<file path="config.mk">
export PLATFORM = sky130hd
export DESIGN_NAME = obj_line_engine
export DESIGN_NICKNAME = d
export VERILOG_FILES = /design/src/source/obj_pkg.sv /design/src/source/obj_line_engine.sv
export SDC_FILE = /design/constraint.sdc
export NUM_CORES = 1
export LEC_CHECK = 0
export ABC_AREA = 1
export BUFFER_PORTS_ARGS = -buffer_cell sky130_fd_sc_hd__buf_4
export CAP_MARGIN = 20
export CELL_PAD_IN_SITES_DETAIL_PLACEMENT = 1
export CELL_PAD_IN_SITES_GLOBAL_PLACEMENT = 1
export CORE_MARGIN = 2
export CORE_UTILIZATION = 40
export DETAILED_ROUTE_END_ITERATION = 10
export GPL_TIMING_DRIVEN = 1
export PLACE_DENSITY_LB_ADDON = 0.1
export SETUP_SLACK_MARGIN = 0.4
export SYNTH_ARGS = -nofsm -noshare
export SYNTH_HDL_FRONTEND = slang
export SYNTH_SLANG_ARGS = --single-unit
</file>
<file path="constraint.sdc">
create_clock -name clk -period 3.74 [get_ports clk]
set_input_delay 0.374 -clock clk [delete_from_list [all_inputs] [get_ports clk]]
set_output_delay 0.374 -clock clk [all_outputs]
set_load 0.1 [all_outputs]
</file>
<file path="src/source/obj_pkg.sv">
package obj_pkg;

    localparam int obj_count  = 64;
    localparam int obj_idx_w  = 6;
    localparam int line_w     = 9;
    localparam int line_len   = 1 << line_w;        // entries per line buffer half
    localparam int rom_addr_w = 18;
    localparam int tbl_bytes  = obj_count * 8;      // two words per record

    localparam logic [1:0] axi_okay   = 2'b00;
    localparam logic [1:0] axi_slverr = 2'b10;

    typedef enum logic [2:0] {
        size_16x16 = 3'd0,
        size_16x8  = 3'd1,
        size_8x16  = 3'd2,
        size_8x8   = 3'd3,
        size_32x32 = 3'd4
    } obj_size_e;

    typedef struct packed {
        logic [1:0]  spare;
        logic        enable;
        obj_size_e   size;
        logic [7:0]  xpos;
        logic [7:0]  ypos;
        logic [3:0]  pal;
        logic [13:0] code;                          // first tile number
    } obj_attr_t;

    typedef struct packed {
        logic [rom_addr_w-1:0] addr;
    } rom_req_t;

    typedef struct packed {
        logic [line_w-1:0] x;
        logic [7:0]        colour;                  // pal on top, pixel nibble below
    } pxl_wr_t;

    // sprite width in 8-pixel tiles, codes 5 to 7 act as 16x16
    function automatic logic [2:0] size_w_tiles(obj_size_e s);
        case (s)
            size_8x16, size_8x8: return 3'd1;
            size_32x32:          return 3'd4;
            default:             return 3'd2;
        endcase
    endfunction

    function automatic logic [2:0] size_h_tiles(obj_size_e s);
        case (s)
            size_16x8, size_8x8: return 3'd1;
            size_32x32:          return 3'd4;
            default:             return 3'd2;
        endcase
    endfunction

endpackage

</file>
<file path="src/source/obj_line_engine.sv">
module obj_line_engine (
    input  logic                          clk,
    input  logic                          rst,
    input  logic                          start,
    input  logic                          lvbl,
    input  logic [obj_pkg::line_w-1:0]    vrender,
    input  obj_pkg::obj_attr_t            rec,
    input  logic                          rom_ok,
    input  logic [15:0]                   rom_data,
    output logic [obj_pkg::obj_idx_w-1:0] rec_idx,
    output logic                          rom_cs,
    output obj_pkg::rom_req_t             rom_req,
    output obj_pkg::pxl_wr_t              pxl_wr,
    output logic                          pxl_wr_valid,
    output logic                          done,
    output logic                          swap
);

    typedef enum logic [2:0] {
        st_idle,
        st_read,
        st_test,
        st_fetch,
        st_dump,
        st_next
    } state_e;

    state_e                     st;
    logic                       last_start;
    logic [13:0]                code;
    logic [3:0]                 pal;
    logic [4:0]                 row;
    logic [2:0]                 w_tiles;
    logic [4:0]                 col;
    logic [obj_pkg::line_w-1:0] pix_x;
    logic [15:0]                pix_shift;
    logic [1:0]                 dump_cnt;
    logic [obj_pkg::line_w-1:0] row_full;
    logic [2:0]                 h_tiles;
    logic                       hit;
    logic [3:0]                 tile;
    logic                       last_word;

    assign done = (st == st_idle);
    assign swap = start && !last_start && lvbl && done;   // edges mid-scan ignored

    // vertical hit test on the record just read
    assign row_full = vrender - {1'b0, rec.ypos};
    assign h_tiles  = obj_pkg::size_h_tiles(rec.size);
    assign hit      = rec.enable && (vrender >= {1'b0, rec.ypos}) &&
                      (row_full < {3'b000, h_tiles, 3'b000});

    assign tile      = {2'b00, row[4:3]} * {1'b0, w_tiles} + {2'b00, col[4:3]};
    assign last_word = ({1'b0, col[4:2]} == ({w_tiles, 1'b0} - 4'd1));

    // derived from registers only, so it holds while rom_cs waits
    assign rom_req.addr = {code + {10'd0, tile}, row[2:0], col[2]};

    always_ff @(posedge clk) begin
        if (rst) begin
            st           <= st_idle;
            last_start   <= 1'b0;
            rec_idx      <= '0;
            rom_cs       <= 1'b0;
            pxl_wr_valid <= 1'b0;
        end else begin
            last_start   <= start;
            pxl_wr_valid <= 1'b0;
            case (st)
                st_idle: begin
                    if (swap) begin
                        rec_idx <= '0;
                        st      <= st_read;
                    end
                end
                st_read: begin
                    st <= st_test;                  // record arrives next cycle
                end
                st_test: begin
                    code    <= rec.code;
                    pal     <= rec.pal;
                    row     <= row_full[4:0];
                    w_tiles <= obj_pkg::size_w_tiles(rec.size);
                    col     <= 5'd0;
                    pix_x   <= {1'b0, rec.xpos};
                    if (hit) begin
                        rom_cs <= 1'b1;
                        st     <= st_fetch;
                    end else begin
                        st <= st_next;
                    end
                end
                st_fetch: begin
                    if (rom_ok) begin
                        pix_shift <= rom_data;
                        rom_cs    <= 1'b0;
                        dump_cnt  <= 2'd0;
                        st        <= st_dump;
                    end
                end
                st_dump: begin
                    pxl_wr.x      <= pix_x;
                    pxl_wr.colour <= {pal, pix_shift[15:12]};
                    pxl_wr_valid  <= 1'b1;
                    pix_shift     <= pix_shift << 4;
                    pix_x         <= pix_x + 1'b1;
                    dump_cnt      <= dump_cnt + 1'b1;
                    if (dump_cnt == 2'd3) begin
                        if (last_word) begin
                            st <= st_next;
                        end else begin
                            col    <= col + 5'd4;   // next half tile
                            rom_cs <= 1'b1;
                            st     <= st_fetch;
                        end
                    end
                end
                st_next: begin
                    if (rec_idx == obj_pkg::obj_idx_w'(obj_pkg::obj_count - 1)) begin
                        st <= st_idle;
                    end else begin
                        rec_idx <= rec_idx + 1'b1;
                        st      <= st_read;
                    end
                end
                default: st <= st_idle;
            endcase
        end
    end

endmodule

</file>
==> reports/results.txt, run 1 <==
Status - complete, but fails checks
Failing checks - negative setup slack
Global route total overflow - 0
Vias after detailed routing - 3486
Final HPWL DP - 7999 µm
Core box area - 10750 µm²
DRT iter0 DRCs - 112
Hold crit path type - in2reg
Worst-path fanout max - 4
Type of the worst setup path - reg2out
Clk sinks - 85
Die area - 11730 µm²
Largest area contributor in the netlist - edfxtp_1
Worst rel slew slack - 0.2938
Yosys warns - 0
Clk Latency, worst-skew pair - 370 ps
Max_cap viols - 0
# IOs - 115
Detail Route Antenna Nets - 0
Register area share after synthesis - 0.5588
Distinct cells, synth - 36
Vias per cell - 4.788
Setup crit end kind - primary output
Final Cell Area - 6207 µm²
Top cells by count, synth - 115 x nand2_1, 73 x edfxtp_1, 66 x inv_1, 41 x nor2_1, 23 x nand3_1
Die height - 108.3 µm
Cell Count, Final, Fillers Out - 728
Fin worst setup slack - -368.7 ps
Post-synth ARST share - 0
Peak supply drop - 156.6 µV
Final number of hold-violating endpoints - 0
CP arrival - 3730 ps
Period utilization - 1.099
Static leakage - 2.781 nW
First-pass GRT wire length - 17840 µm
Worst Skew - 18.64 ps
Initial core utilization - 0.4051
Mapped Cells - 448
Share of cells above drive strength 1 - 0.3418
TritonCTS Buffers - 9
TritonCTS clock tree - yes
CP Data Required Time - 3370 ps
Primary FF master, synth - edfxtp_1
Root Buffer Master - clkbuf_8
DR WL/cell - 15.52 µm
Placed cell area - 5630 µm²
Pins Over Slew Limit - 0
Post-synth top area share - 0.5036
Initial antenna violation count - 0
Clk buf depth - 2
Clock Pin Slew Worst Setup and Hold Paths - 100 ps
CP Launch Type - register
Syn Area/Cell - 9.716 µm²
CTS Hold Buffers Added - 0
Area Overhead vs Synth - 42.60%
Antenna diode count - 0
Final setup fails - 10
Post-Place Cells - 701
Drt drc - 0
FF+latch count, synth - 85
Max H-tree Level - 3
EDFF count, synth - 73
Drt pass-1 iters - 4
Mapped Area - 4353 µm²
Top-count cell post-synth - nand2_1
Chip width - 108.3 µm
R2R setup slack - 980 ps
PD cells - 319.8 nW/µm²
IO buf count - 112
Gpl congestion - 0.8267
Pin count of the biggest net entering global routing - 38
RSZ-0062 raised after global routing - true
Post-Syn Nets - 544
Layout net count - 679
Total power - 0.001985 W
Number of global-route vias before repair - 3705
Max Freq - 243.4 MHz
Min Clock Period, post-route - 4109 ps
Synth area leaders - edfxtp_1 50%, nand2_1 9.9%, ha_1 6.3%
Number of core rows - 38
GRT Total Usage - 0.1998
Worst-margin pin slew - 1059 ps
Routed WL - 11300 µm
## per-layer routing
| metal | global-route usage | share of wire |
|---|---|---|
| met2 | 0.3729 | 0.55 |
| met4 | 0.07601 | 0.020 |
| met1 | 0.2266 | 0.39 |
| met5 | 0 | 0 |
| met3 | 0.03436 | 0.043 |
## final timing paths
kind,startpoint,endpoint,cells past startpoint
min reg2reg,pix_shift[12]$_DFFE_PP_,pxl_wr[0]$_DFFE_PP_,0
max,row[3]$_DFFE_PP_,rom_req[14],17
max reg2reg,st[2]$_SDFFE_PP0P_,pix_shift[15]$_DFFE_PP_,4
min,rec[6],code[6]$_DFFE_PP_,1
## kinds of logic (layout without fill, tap and decap cells)
group	after synthesis	after routing	share of synthesized area
xor+xnor	22	22	0.04426
buf+inv	81	221	0.07330
fa+ha+maj	26	26	0.08163
compound gates	34	34	0.04886
flops	85	85	0.5588
simple gates	200	200	0.1932
## power by group
group | internal, W | total, W | leakage [nW] | switching [W]
sequential | 0.00104 | 0.00105 | 0.760 | 0.00000968
combinational | 0.000132 | 0.000332 | 1.93 | 0.000200
clock | 0.000262 | 0.000605 | 0.0940 | 0.000343
total | 0.00143 | 0.00199 | 2.78 | 0.000553
## registers in the layout, summed over array words and instances (netlist names)
name	flops
code	14
col	3
dump_cnt	2
last_start	1
pal	4
pix_shift	16
pix_x	9
pxl_wr	17
pxl_wr_valid	1
rec_idx	6
rom_cs	1
row	5
st	3
w_tiles	3
## area by class of cell
class | instances | area (µm²)
Inverter | 71 | 266.5
Clock inverter | 5 | 33.78
Sequential cell | 85 | 2432
Timing Repair Buffer | 134 | 1185
Clock buffer | 11 | 141.4
Multi-Input combinational cell | 282 | 1973
Tap cell | 140 | 175.2
Fill cell | 1228 | 4538
## metrics by stage
step,worst slack [ps],utilization,hold slack (ps),TNS (ps)
finish,-368.7,0.5777,176.2,-2815
global route,-533.6,0.5777,167.5,-4325
CTS,-367.5,0.5637,172.4,-2070
detailed placement,-98.25,0.5240,405.6,-183.6
global placement,82.71,0.5240,401.1,0
floorplan,-236.5,-,400.3,-1125
## cell usage in the layout (no fill, tap or decap), types with 4 or more instances in the layout
cell,n
xor2_1,4
xor2_4,5
inv_1,65
nor2_4,4
ha_1,19
xnor2_1,5
edfxtp_1,73
nor2_1,36
a21oi_1,13
dfxtp_1,12
buf_4,113
nand2_1,108
inv_2,6
nand3_1,19
buf_12,11
nand2_2,6
xnor2_4,5
buf_6,9
o21ai_0,9
nand4_1,4
nor2_2,4
clkbuf_8,10
## critical path, stage by stage (launching register included)
cell and delay [ps]:
edfxtp_1 400, nand2_2 80, fa_1 540, inv_1 50
ha_2 170, fa_2 370, xnor2_2 160, xor2_2 160
ha_4 330, nand2_2 70, nand2_2 80, a31oi_4 50
nor2_4 140, nand3_4 100, nor2_4 180, buf_6 130
xor2_4 170, buf_12 190
## timing repair
action	4_1_cts	5_1_grt
endpoints found under the setup margin	11	11
gates resized for setup	44	22
pin swaps	6	12
setup buffers	6	5
Note: power is estimated with default switching activity, not from simulation.
==> run 2: changes to the inputs <==
--- a/config.mk
+++ b/config.mk
@@ -6,16 +6,17 @@
 export NUM_CORES = 1
 export LEC_CHECK = 0
 export ABC_AREA = 1
-export BUFFER_PORTS_ARGS = -buffer_cell sky130_fd_sc_hd__buf_4
 export CAP_MARGIN = 20
 export CELL_PAD_IN_SITES_DETAIL_PLACEMENT = 1
 export CELL_PAD_IN_SITES_GLOBAL_PLACEMENT = 1
 export CORE_MARGIN = 2
-export CORE_UTILIZATION = 40
+export CORE_UTILIZATION = 48
 export DETAILED_ROUTE_END_ITERATION = 10
+export DONT_BUFFER_PORTS = 1
 export GPL_TIMING_DRIVEN = 1
 export PLACE_DENSITY_LB_ADDON = 0.1
 export SETUP_SLACK_MARGIN = 0.4
+export SKIP_CTS_REPAIR_TIMING = 1
 export SYNTH_ARGS = -nofsm -noshare
 export SYNTH_HDL_FRONTEND = slang
 export SYNTH_SLANG_ARGS = --single-unit
==> run 2 against run 1 <==
The run still ends with negative setup slack left. Combinational power down 25%. Critical path depth stayed put. Maximum frequency is 0.36% lower. Sequential power about the same.
==> reports/results.txt, run 2 (same netlist as run 1, synthesis figures left out) <==
Status - complete, but fails checks (unchanged)
Failing checks - negative setup slack (unchanged)
Worst rel slew slack - 0.3457 (was 0.2938)
TritonCTS Buffers - 9 (unchanged)
# IOs - 115 (unchanged)
Vias after detailed routing - 3177 (was 3486)
Clk sinks - 85 (unchanged)
Largest register by flop count - pxl_wr (unchanged)
Max Freq - 242.5 MHz (was 243.4 MHz)
Peak supply drop - 221.2 µV (was 156.6 µV)
R2R cell count - 7 (was 4)
Chip width - 99.23 µm (was 108.3 µm)
Critical R2R Launch - st[2]$_SDFFE_PP0P_ (unchanged)
WHS Path Cells - 1 (unchanged)
Placed cell area - 5039 µm² (was 5630 µm²)
Final number of hold-violating endpoints - 0 (unchanged)
CP Launch Type - register (unchanged)
Commonest non-fill, non-tap cell in the layout - nand2_1 (was buf_4)
CP arrival - 3750 ps (was 3730 ps)
Type of the worst setup path - reg2out (unchanged)
Static leakage - 2.295 nW (was 2.781 nW)
Final setup fails - 9 (was 10)
Initial core utilization - 0.4967 (was 0.4051)
Routed WL - 9849 µm (was 11300 µm)
Crit-path max cell delay - 550 ps (was 540 ps)
Period utilization - 1.103 (was 1.099)
WHS Endpoint - st[0]$_SDFFE_PP0P_ (was code[6]$_DFFE_PP_)
Top Registers - pxl_wr x17, pix_shift x16, code x14 (unchanged)
Worst Skew - 7.320 ps (was 18.64 ps)
Root Buffer Master - clkbuf_8 (unchanged)
Pins Over Slew Limit - 0 (unchanged)
CP Data Required Time - 3370 ps (about the same)
Drt drc - 0 (unchanged)
Detail Route Antenna Nets - 0 (unchanged)
GRT Total Usage - 0.2035 (was 0.1998)
Max_cap viols - 0 (unchanged)
Sum Neg Setup Slack - -2788 ps (was -2815 ps)
DR WL/cell - 16.36 µm (was 15.52 µm)
Highest-count cells in the layout ignoring fill and taps - 115 x nand2_1, 73 x edfxtp_1, 65 x inv_1 (was 113 x buf_4, 108 x nand2_1, 73 x edfxtp_1)
R2r endpoint - col[4]$_SDFFCE_PN0P_ (was pix_shift[15]$_DFFE_PP_)
Core box area - 8763 µm² (was 10750 µm²)
R2R setup slack - 1290 ps (was 980 ps)
CP dominant cell by count - nand2_1 (was nand2_2)
Max reg flops - 17 (unchanged)
Drt pass-1 iters - 4 (unchanged)
PD cells - 370.4 nW/µm² (was 319.8 nW/µm²)
Initial antenna violation count - 1 (was 0)
Worst-path cell chain - inv_2 -> fa_1 -> inv_1 -> ha_2 -> fa_2 -> xnor2_2 -> xor2_1 -> ha_1 -> nand2_1 -> nand2_1 -> a31oi_1 -> nor2_2 -> nand3_4 -> nor2_4 -> buf_6 -> xor2_4 -> buf_12 (was nand2_2 -> fa_1 -> inv_1 -> ha_2 -> fa_2 -> xnor2_2 -> xor2_2 -> ha_4 -> nand2_2 -> nand2_2 -> a31oi_4 -> nor2_4 -> nand3_4 -> nor2_4 -> buf_6 -> xor2_4 -> buf_12)
Clk buf depth - 2 (unchanged)
Worst hold margin - 81.72 ps (was 176.2 ps)
Clk Latency, worst-skew pair - 350 ps (was 370 ps)
Gpl congestion - 0.7882 (was 0.8267)
Share of cells above drive strength 1 - 0.1907 (was 0.3418)
Final HPWL DP - 7393 µm (was 7999 µm)
First-pass GRT wire length - 15770 µm (was 17840 µm)
Die height - 99.23 µm (was 108.3 µm)
Slowest stage cell, crit path - fa_1 (unchanged)
IO buf count - 0 (was 112)
Layout net count - 584 (was 679)
Worst-path fanout max - 4 (unchanged)
Hold_sp - rst (was rec[6])
Min Clock Period, post-route - 4124 ps (was 4109 ps)
Final Cell Area - 5335 µm² (was 6207 µm²)
Number of global-route vias before repair - 3286 (was 3705)
Die area - 9847 µm² (was 11730 µm²)
Setup crit end kind - primary output (unchanged)
Worst-margin pin slew - 980.1 ps (was 1059 ps)
Fillers - 934 (was 1228)
Fin worst setup slack - -383.6 ps (was -368.7 ps)
TritonCTS clock tree - yes (unchanged)
Number of core rows - 34 (was 38)
Clock Pin Slew Worst Setup and Hold Paths - 90 ps (was 100 ps)
Pin count of the biggest net entering global routing - 38 (unchanged)
Area Overhead vs Synth - 22.56% (was 42.60%)
Vias per cell - 5.277 (was 4.788)
DRT iter0 DRCs - 90 (was 112)
RSZ-0062 raised after global routing - true (unchanged)
Global route total overflow - 0 (unchanged)
Hold crit path type - in2reg (unchanged)
Max H-tree Level - 3 (unchanged)
run 2: critical path, delay by kind of cell, from the launching register on:
kind	cells	cell delay [ps]
AO/OA/AOI/OAI	1	60
XOR/XNOR	3	470
adder cells (fa/ha/maj)	4	1430
buffers and inverters	4	430
flip-flops	1	390
AND/OR/NAND/NOR	5	630
run 2: metal layers:
layer  vias up  wire length (µm)  track usage
met5         -                 0            0
met4         0               162      0.06112
met3        16               560      0.05481
met2        96              5046       0.3607
met1      1530              4080       0.2422
li1       1535                 -            -
run 2: layout make-up:
cell class / count / area [µm²] / share of cell area
tap: 108 / 135.1 / 0.02533
sequential: 85 / 2432 / 0.4559
inverter: 71 / 266.5 / 0.04995
multi-input combinational: 282 / 1871 / 0.3506
clock inverter: 7 / 78.83 / 0.01477
antenna: 1 / 2.502 / 0.0004690
clock buffer: 9 / 123.9 / 0.02322
timing repair buffer: 39 / 425.4 / 0.07974
run 2: worst max path at each step:
| stage | startpoint | endpoint | cells after the start |
|---|---|---|---|
| after floorplan | col[4]$_SDFFCE_PN0P_ | rom_req[7] | 9 |
| after global placement | row[4]$_DFFE_PP_ | rom_req[16] | 17 |
| after detailed placement | w_tiles[1]$_DFFE_PP_ | rom_req[17] | 14 |
| after CTS | row[4]$_DFFE_PP_ | rom_req[17] | 14 |
| after global routing | col[4]$_SDFFCE_PN0P_ | rom_req[16] | 17 |
| final | col[4]$_SDFFCE_PN0P_ | rom_req[14] | 17 |
run 2: report_power, final:
part	internal [W]	total, W	switching (W)
registers	0.00104	0.00106	0.0000191
logic	0.0000808	0.000248	0.000167
clock network	0.000317	0.000670	0.000353
run 2: stage by stage:
step                std cells  worst slack, ps  utilization  total power [W]
global placement          579            100.8       0.5750         0.001313
finish                    602           -383.6       0.6088         0.001976
CTS                       595           -556.3       0.5981         0.001991
floorplan                 448           -236.5            -         0.001270
global route              602           -587.8       0.6088         0.002054
detailed placement        579           -170.3       0.5750         0.001324
==> run 3: changes to the inputs <==
--- a/config.mk
+++ b/config.mk
@@ -20,3 +20,4 @@
 export SYNTH_ARGS = -nofsm -noshare
 export SYNTH_HDL_FRONTEND = slang
 export SYNTH_SLANG_ARGS = --single-unit
+export TNS_END_PERCENT = 50
==> run 3 against run 2 <==
Clock skew is 3.8 ps higher. Via count shrank 0.50%. Routed wire length rose by 3.4%. Largest power group unchanged. Hold slack gained 4.7 ps. Critical path type unchanged. The flow still finishes with violations (negative setup slack). First-iteration DRC count up 2.2%. Global-route usage grew 0.29 points.
==> reports/results.txt, run 3 (same netlist as run 1, synthesis figures left out) <==
Footprint of the multi-input gates - 1873 µm² (was 1871 µm²)
Internal power - 0.001445 W (was 0.001437 W)
Clk pwr share - 0.347 (was 0.339)
Commonest non-fill, non-tap cell in the layout - nand2_1 (unchanged)
# IOs - 115 (unchanged)
Min Clock Period, post-route - 4053 ps (was 4124 ps)
Worst rel slew slack - 0.3496 (was 0.3457)
Number of global-route vias before repair - 3388 (was 3286)
DR WL met3 - 441 µm (was 560 µm)
Reg power frac - 0.529 (was 0.535)
Static leakage - 2.299 nW (was 2.295 nW)
RSZ-0062 raised after global routing - true (unchanged)
Vias after detailed routing - 3161 (was 3177)
Final HPWL DP - 7600 µm (was 7393 µm)
Area Overhead vs Synth - 22.82% (was 22.56%)
Peak supply drop - 274.3 µV (was 221.2 µV)
Antenna diode count - 0 (was 1)
Pin count of the biggest net entering global routing - 38 (unchanged)
Clk buf depth - 2 (unchanged)
Initial core utilization - 0.4967 (unchanged)
Layout net count - 584 (unchanged)
Setup crit end kind - primary output (unchanged)
Share of cells above drive strength 1 - 0.1988 (was 0.1907)
Clk Latency, worst-skew pair - 350 ps (about the same)
Die height - 99.23 µm (unchanged)
Gpl congestion - 0.7896 (was 0.7882)
Max reg flops - 17 (unchanged)
Global route total overflow - 0 (unchanged)
Drt drc - 0 (unchanged)
Number of core rows - 34 (unchanged)
Max Freq - 246.7 MHz (was 242.5 MHz)
Core box area - 8763 µm² (unchanged)
DR WL/cell - 16.95 µm (was 16.36 µm)
Vias per cell - 5.260 (was 5.277)
Detail Route Antenna Nets - 0 (unchanged)
TritonCTS clock tree - yes (unchanged)
PD cells - 374.1 nW/µm² (was 370.4 nW/µm²)
Final setup fails - 9 (unchanged)
Highest-count cells in the layout ignoring fill and taps - 113 x nand2_1, 73 x edfxtp_1, 65 x inv_1 (was 115 x nand2_1, 73 x edfxtp_1, 65 x inv_1)
Status - complete, but fails checks (unchanged)
Initial antenna violation count - 0 (was 1)
Clk sinks - 85 (unchanged)
CP Launch Type - register (unchanged)
Top routing layer in use - met4 (unchanged)
DRT iter0 DRCs - 92 (was 90)
Seq. cell area - 2432 µm² (unchanged)
Switching power - 0.0005557 W (was 0.0005395 W)
Post-Place Cells - 581 (was 579)
Fillers - 952 (was 934)
Type of the worst setup path - reg2out (unchanged)
Final number of hold-violating endpoints - 0 (unchanged)
First-pass GRT wire length - 16000 µm (was 15770 µm)
Comb power frac - 0.124 (was 0.126)
Hold crit path type - in2reg (unchanged)
Chip width - 99.23 µm (unchanged)
Cell Count, Final, Fillers Out - 601 (was 602)
Largest register by flop count - pxl_wr (unchanged)
Worst-margin pin slew - 974.2 ps (was 980.1 ps)
IO buf count - 0 (unchanged)
Drt pass-1 iters - 4 (unchanged)
Worst hold margin - 86.40 ps (was 81.72 ps)
CP Data Required Time - 3370 ps (about the same)
Root Buffer Master - clkbuf_8 (unchanged)
Metal2 WL - 5413 µm (was 5046 µm)
GRT Total Usage - 0.2064 (was 0.2035)
Max H-tree Level - 3 (unchanged)
Fin worst setup slack - -313.1 ps (was -383.6 ps)
CP arrival - 3680 ps (was 3750 ps)
Top Registers - pxl_wr x17, pix_shift x16, code x14 (unchanged)
Switching share of power - 0.2778 (was 0.2730)
Max_cap viols - 0 (unchanged)
Routed WL - 10180 µm (was 9849 µm)
Failing checks - negative setup slack (unchanged)
Worst-path fanout max - 4 (unchanged)
M1 WL - 4040 µm (was 4080 µm)
Die area - 9847 µm² (unchanged)
Clock Pin Slew Worst Setup and Hold Paths - 90 ps (about the same)
Pins Over Slew Limit - 0 (unchanged)
Worst Skew - 11.09 ps (was 7.320 ps)
R2R setup slack - 1360 ps (was 1290 ps)
Period utilization - 1.084 (was 1.103)
TritonCTS Buffers - 9 (unchanged)
-- run 3: final timing paths --
path	cells past startpoint	end	startpoint
setup / recovery	17	rom_req[16]	row[4]$_DFFE_PP_
hold / removal	1	pxl_wr_valid$_SDFF_PP0_	rst
setup reg to reg	7	col[3]$_SDFFCE_PN0P_	st[2]$_SDFFE_PP0P_
hold reg to reg	0	pxl_wr[7]$_DFFE_PP_	pal[3]$_DFFE_PP_
-- run 3: cell type report --
cell class,instances,share of cell area
Clock inverter,7,0.01708
Multi-Input combinational cell,282,0.3503
Timing Repair Buffer,39,0.07934
Sequential cell,85,0.4549
Tap cell,108,0.02528
Inverter,71,0.04985
Clock buffer,9,0.02317
-- run 3: power by group through the flow --
stage	combinational, W	sequential [W]	clock [W]
after CTS	0.000244	0.00106	0.000711
final	0.000249	0.00106	0.000693
after detailed placement	0.000243	0.00108	0
after floorplan	0.000180	0.00109	0
after global placement	0.000232	0.00108	0
after global routing	0.000278	0.00106	0.000738
-- run 3: per-layer routing --
layer,vias to the layer above,GRT usage
li1,1530,-
met4,0,0.09800
met2,94,0.3669
met1,1512,0.2392
met5,-,0
met3,25,0.04006
-- run 3: critical path, stage by stage, from the launching register on --
cell and delay [ps]:
edfxtp_1 400, nand2_2 70, fa_1 500, inv_1 40
ha_2 160, fa_2 360, xnor2_2 150, xor2_1 140
ha_1 380, nand2_1 100, nand2_2 80, a31oi_4 50
nor2_4 140, nand3_4 90, nor2_4 130, nand3_4 110
xnor2_4 220, buf_12 200
-- run 3: per-stage QoR --
step / cell area, µm² / setup slack [ps] / setup TNS (ps) / utilization / total power [W]
4_1_cts: 5234 / -378.4 / -2807 / 0.5972 / 0.002013
2_1_floorplan: 4553 / -236.5 / -1010 / - / 0.001268
6_report: 5346 / -313.1 / -1975 / 0.6101 / 0.002000
3_5_place_dp: 5019 / 51.73 / 0 / 0.5727 / 0.001322
5_1_grt: 5346 / -512.7 / -3863 / 0.6101 / 0.002076
3_3_place_gp: 5019 / 142.3 / 0 / 0.5727 / 0.001311
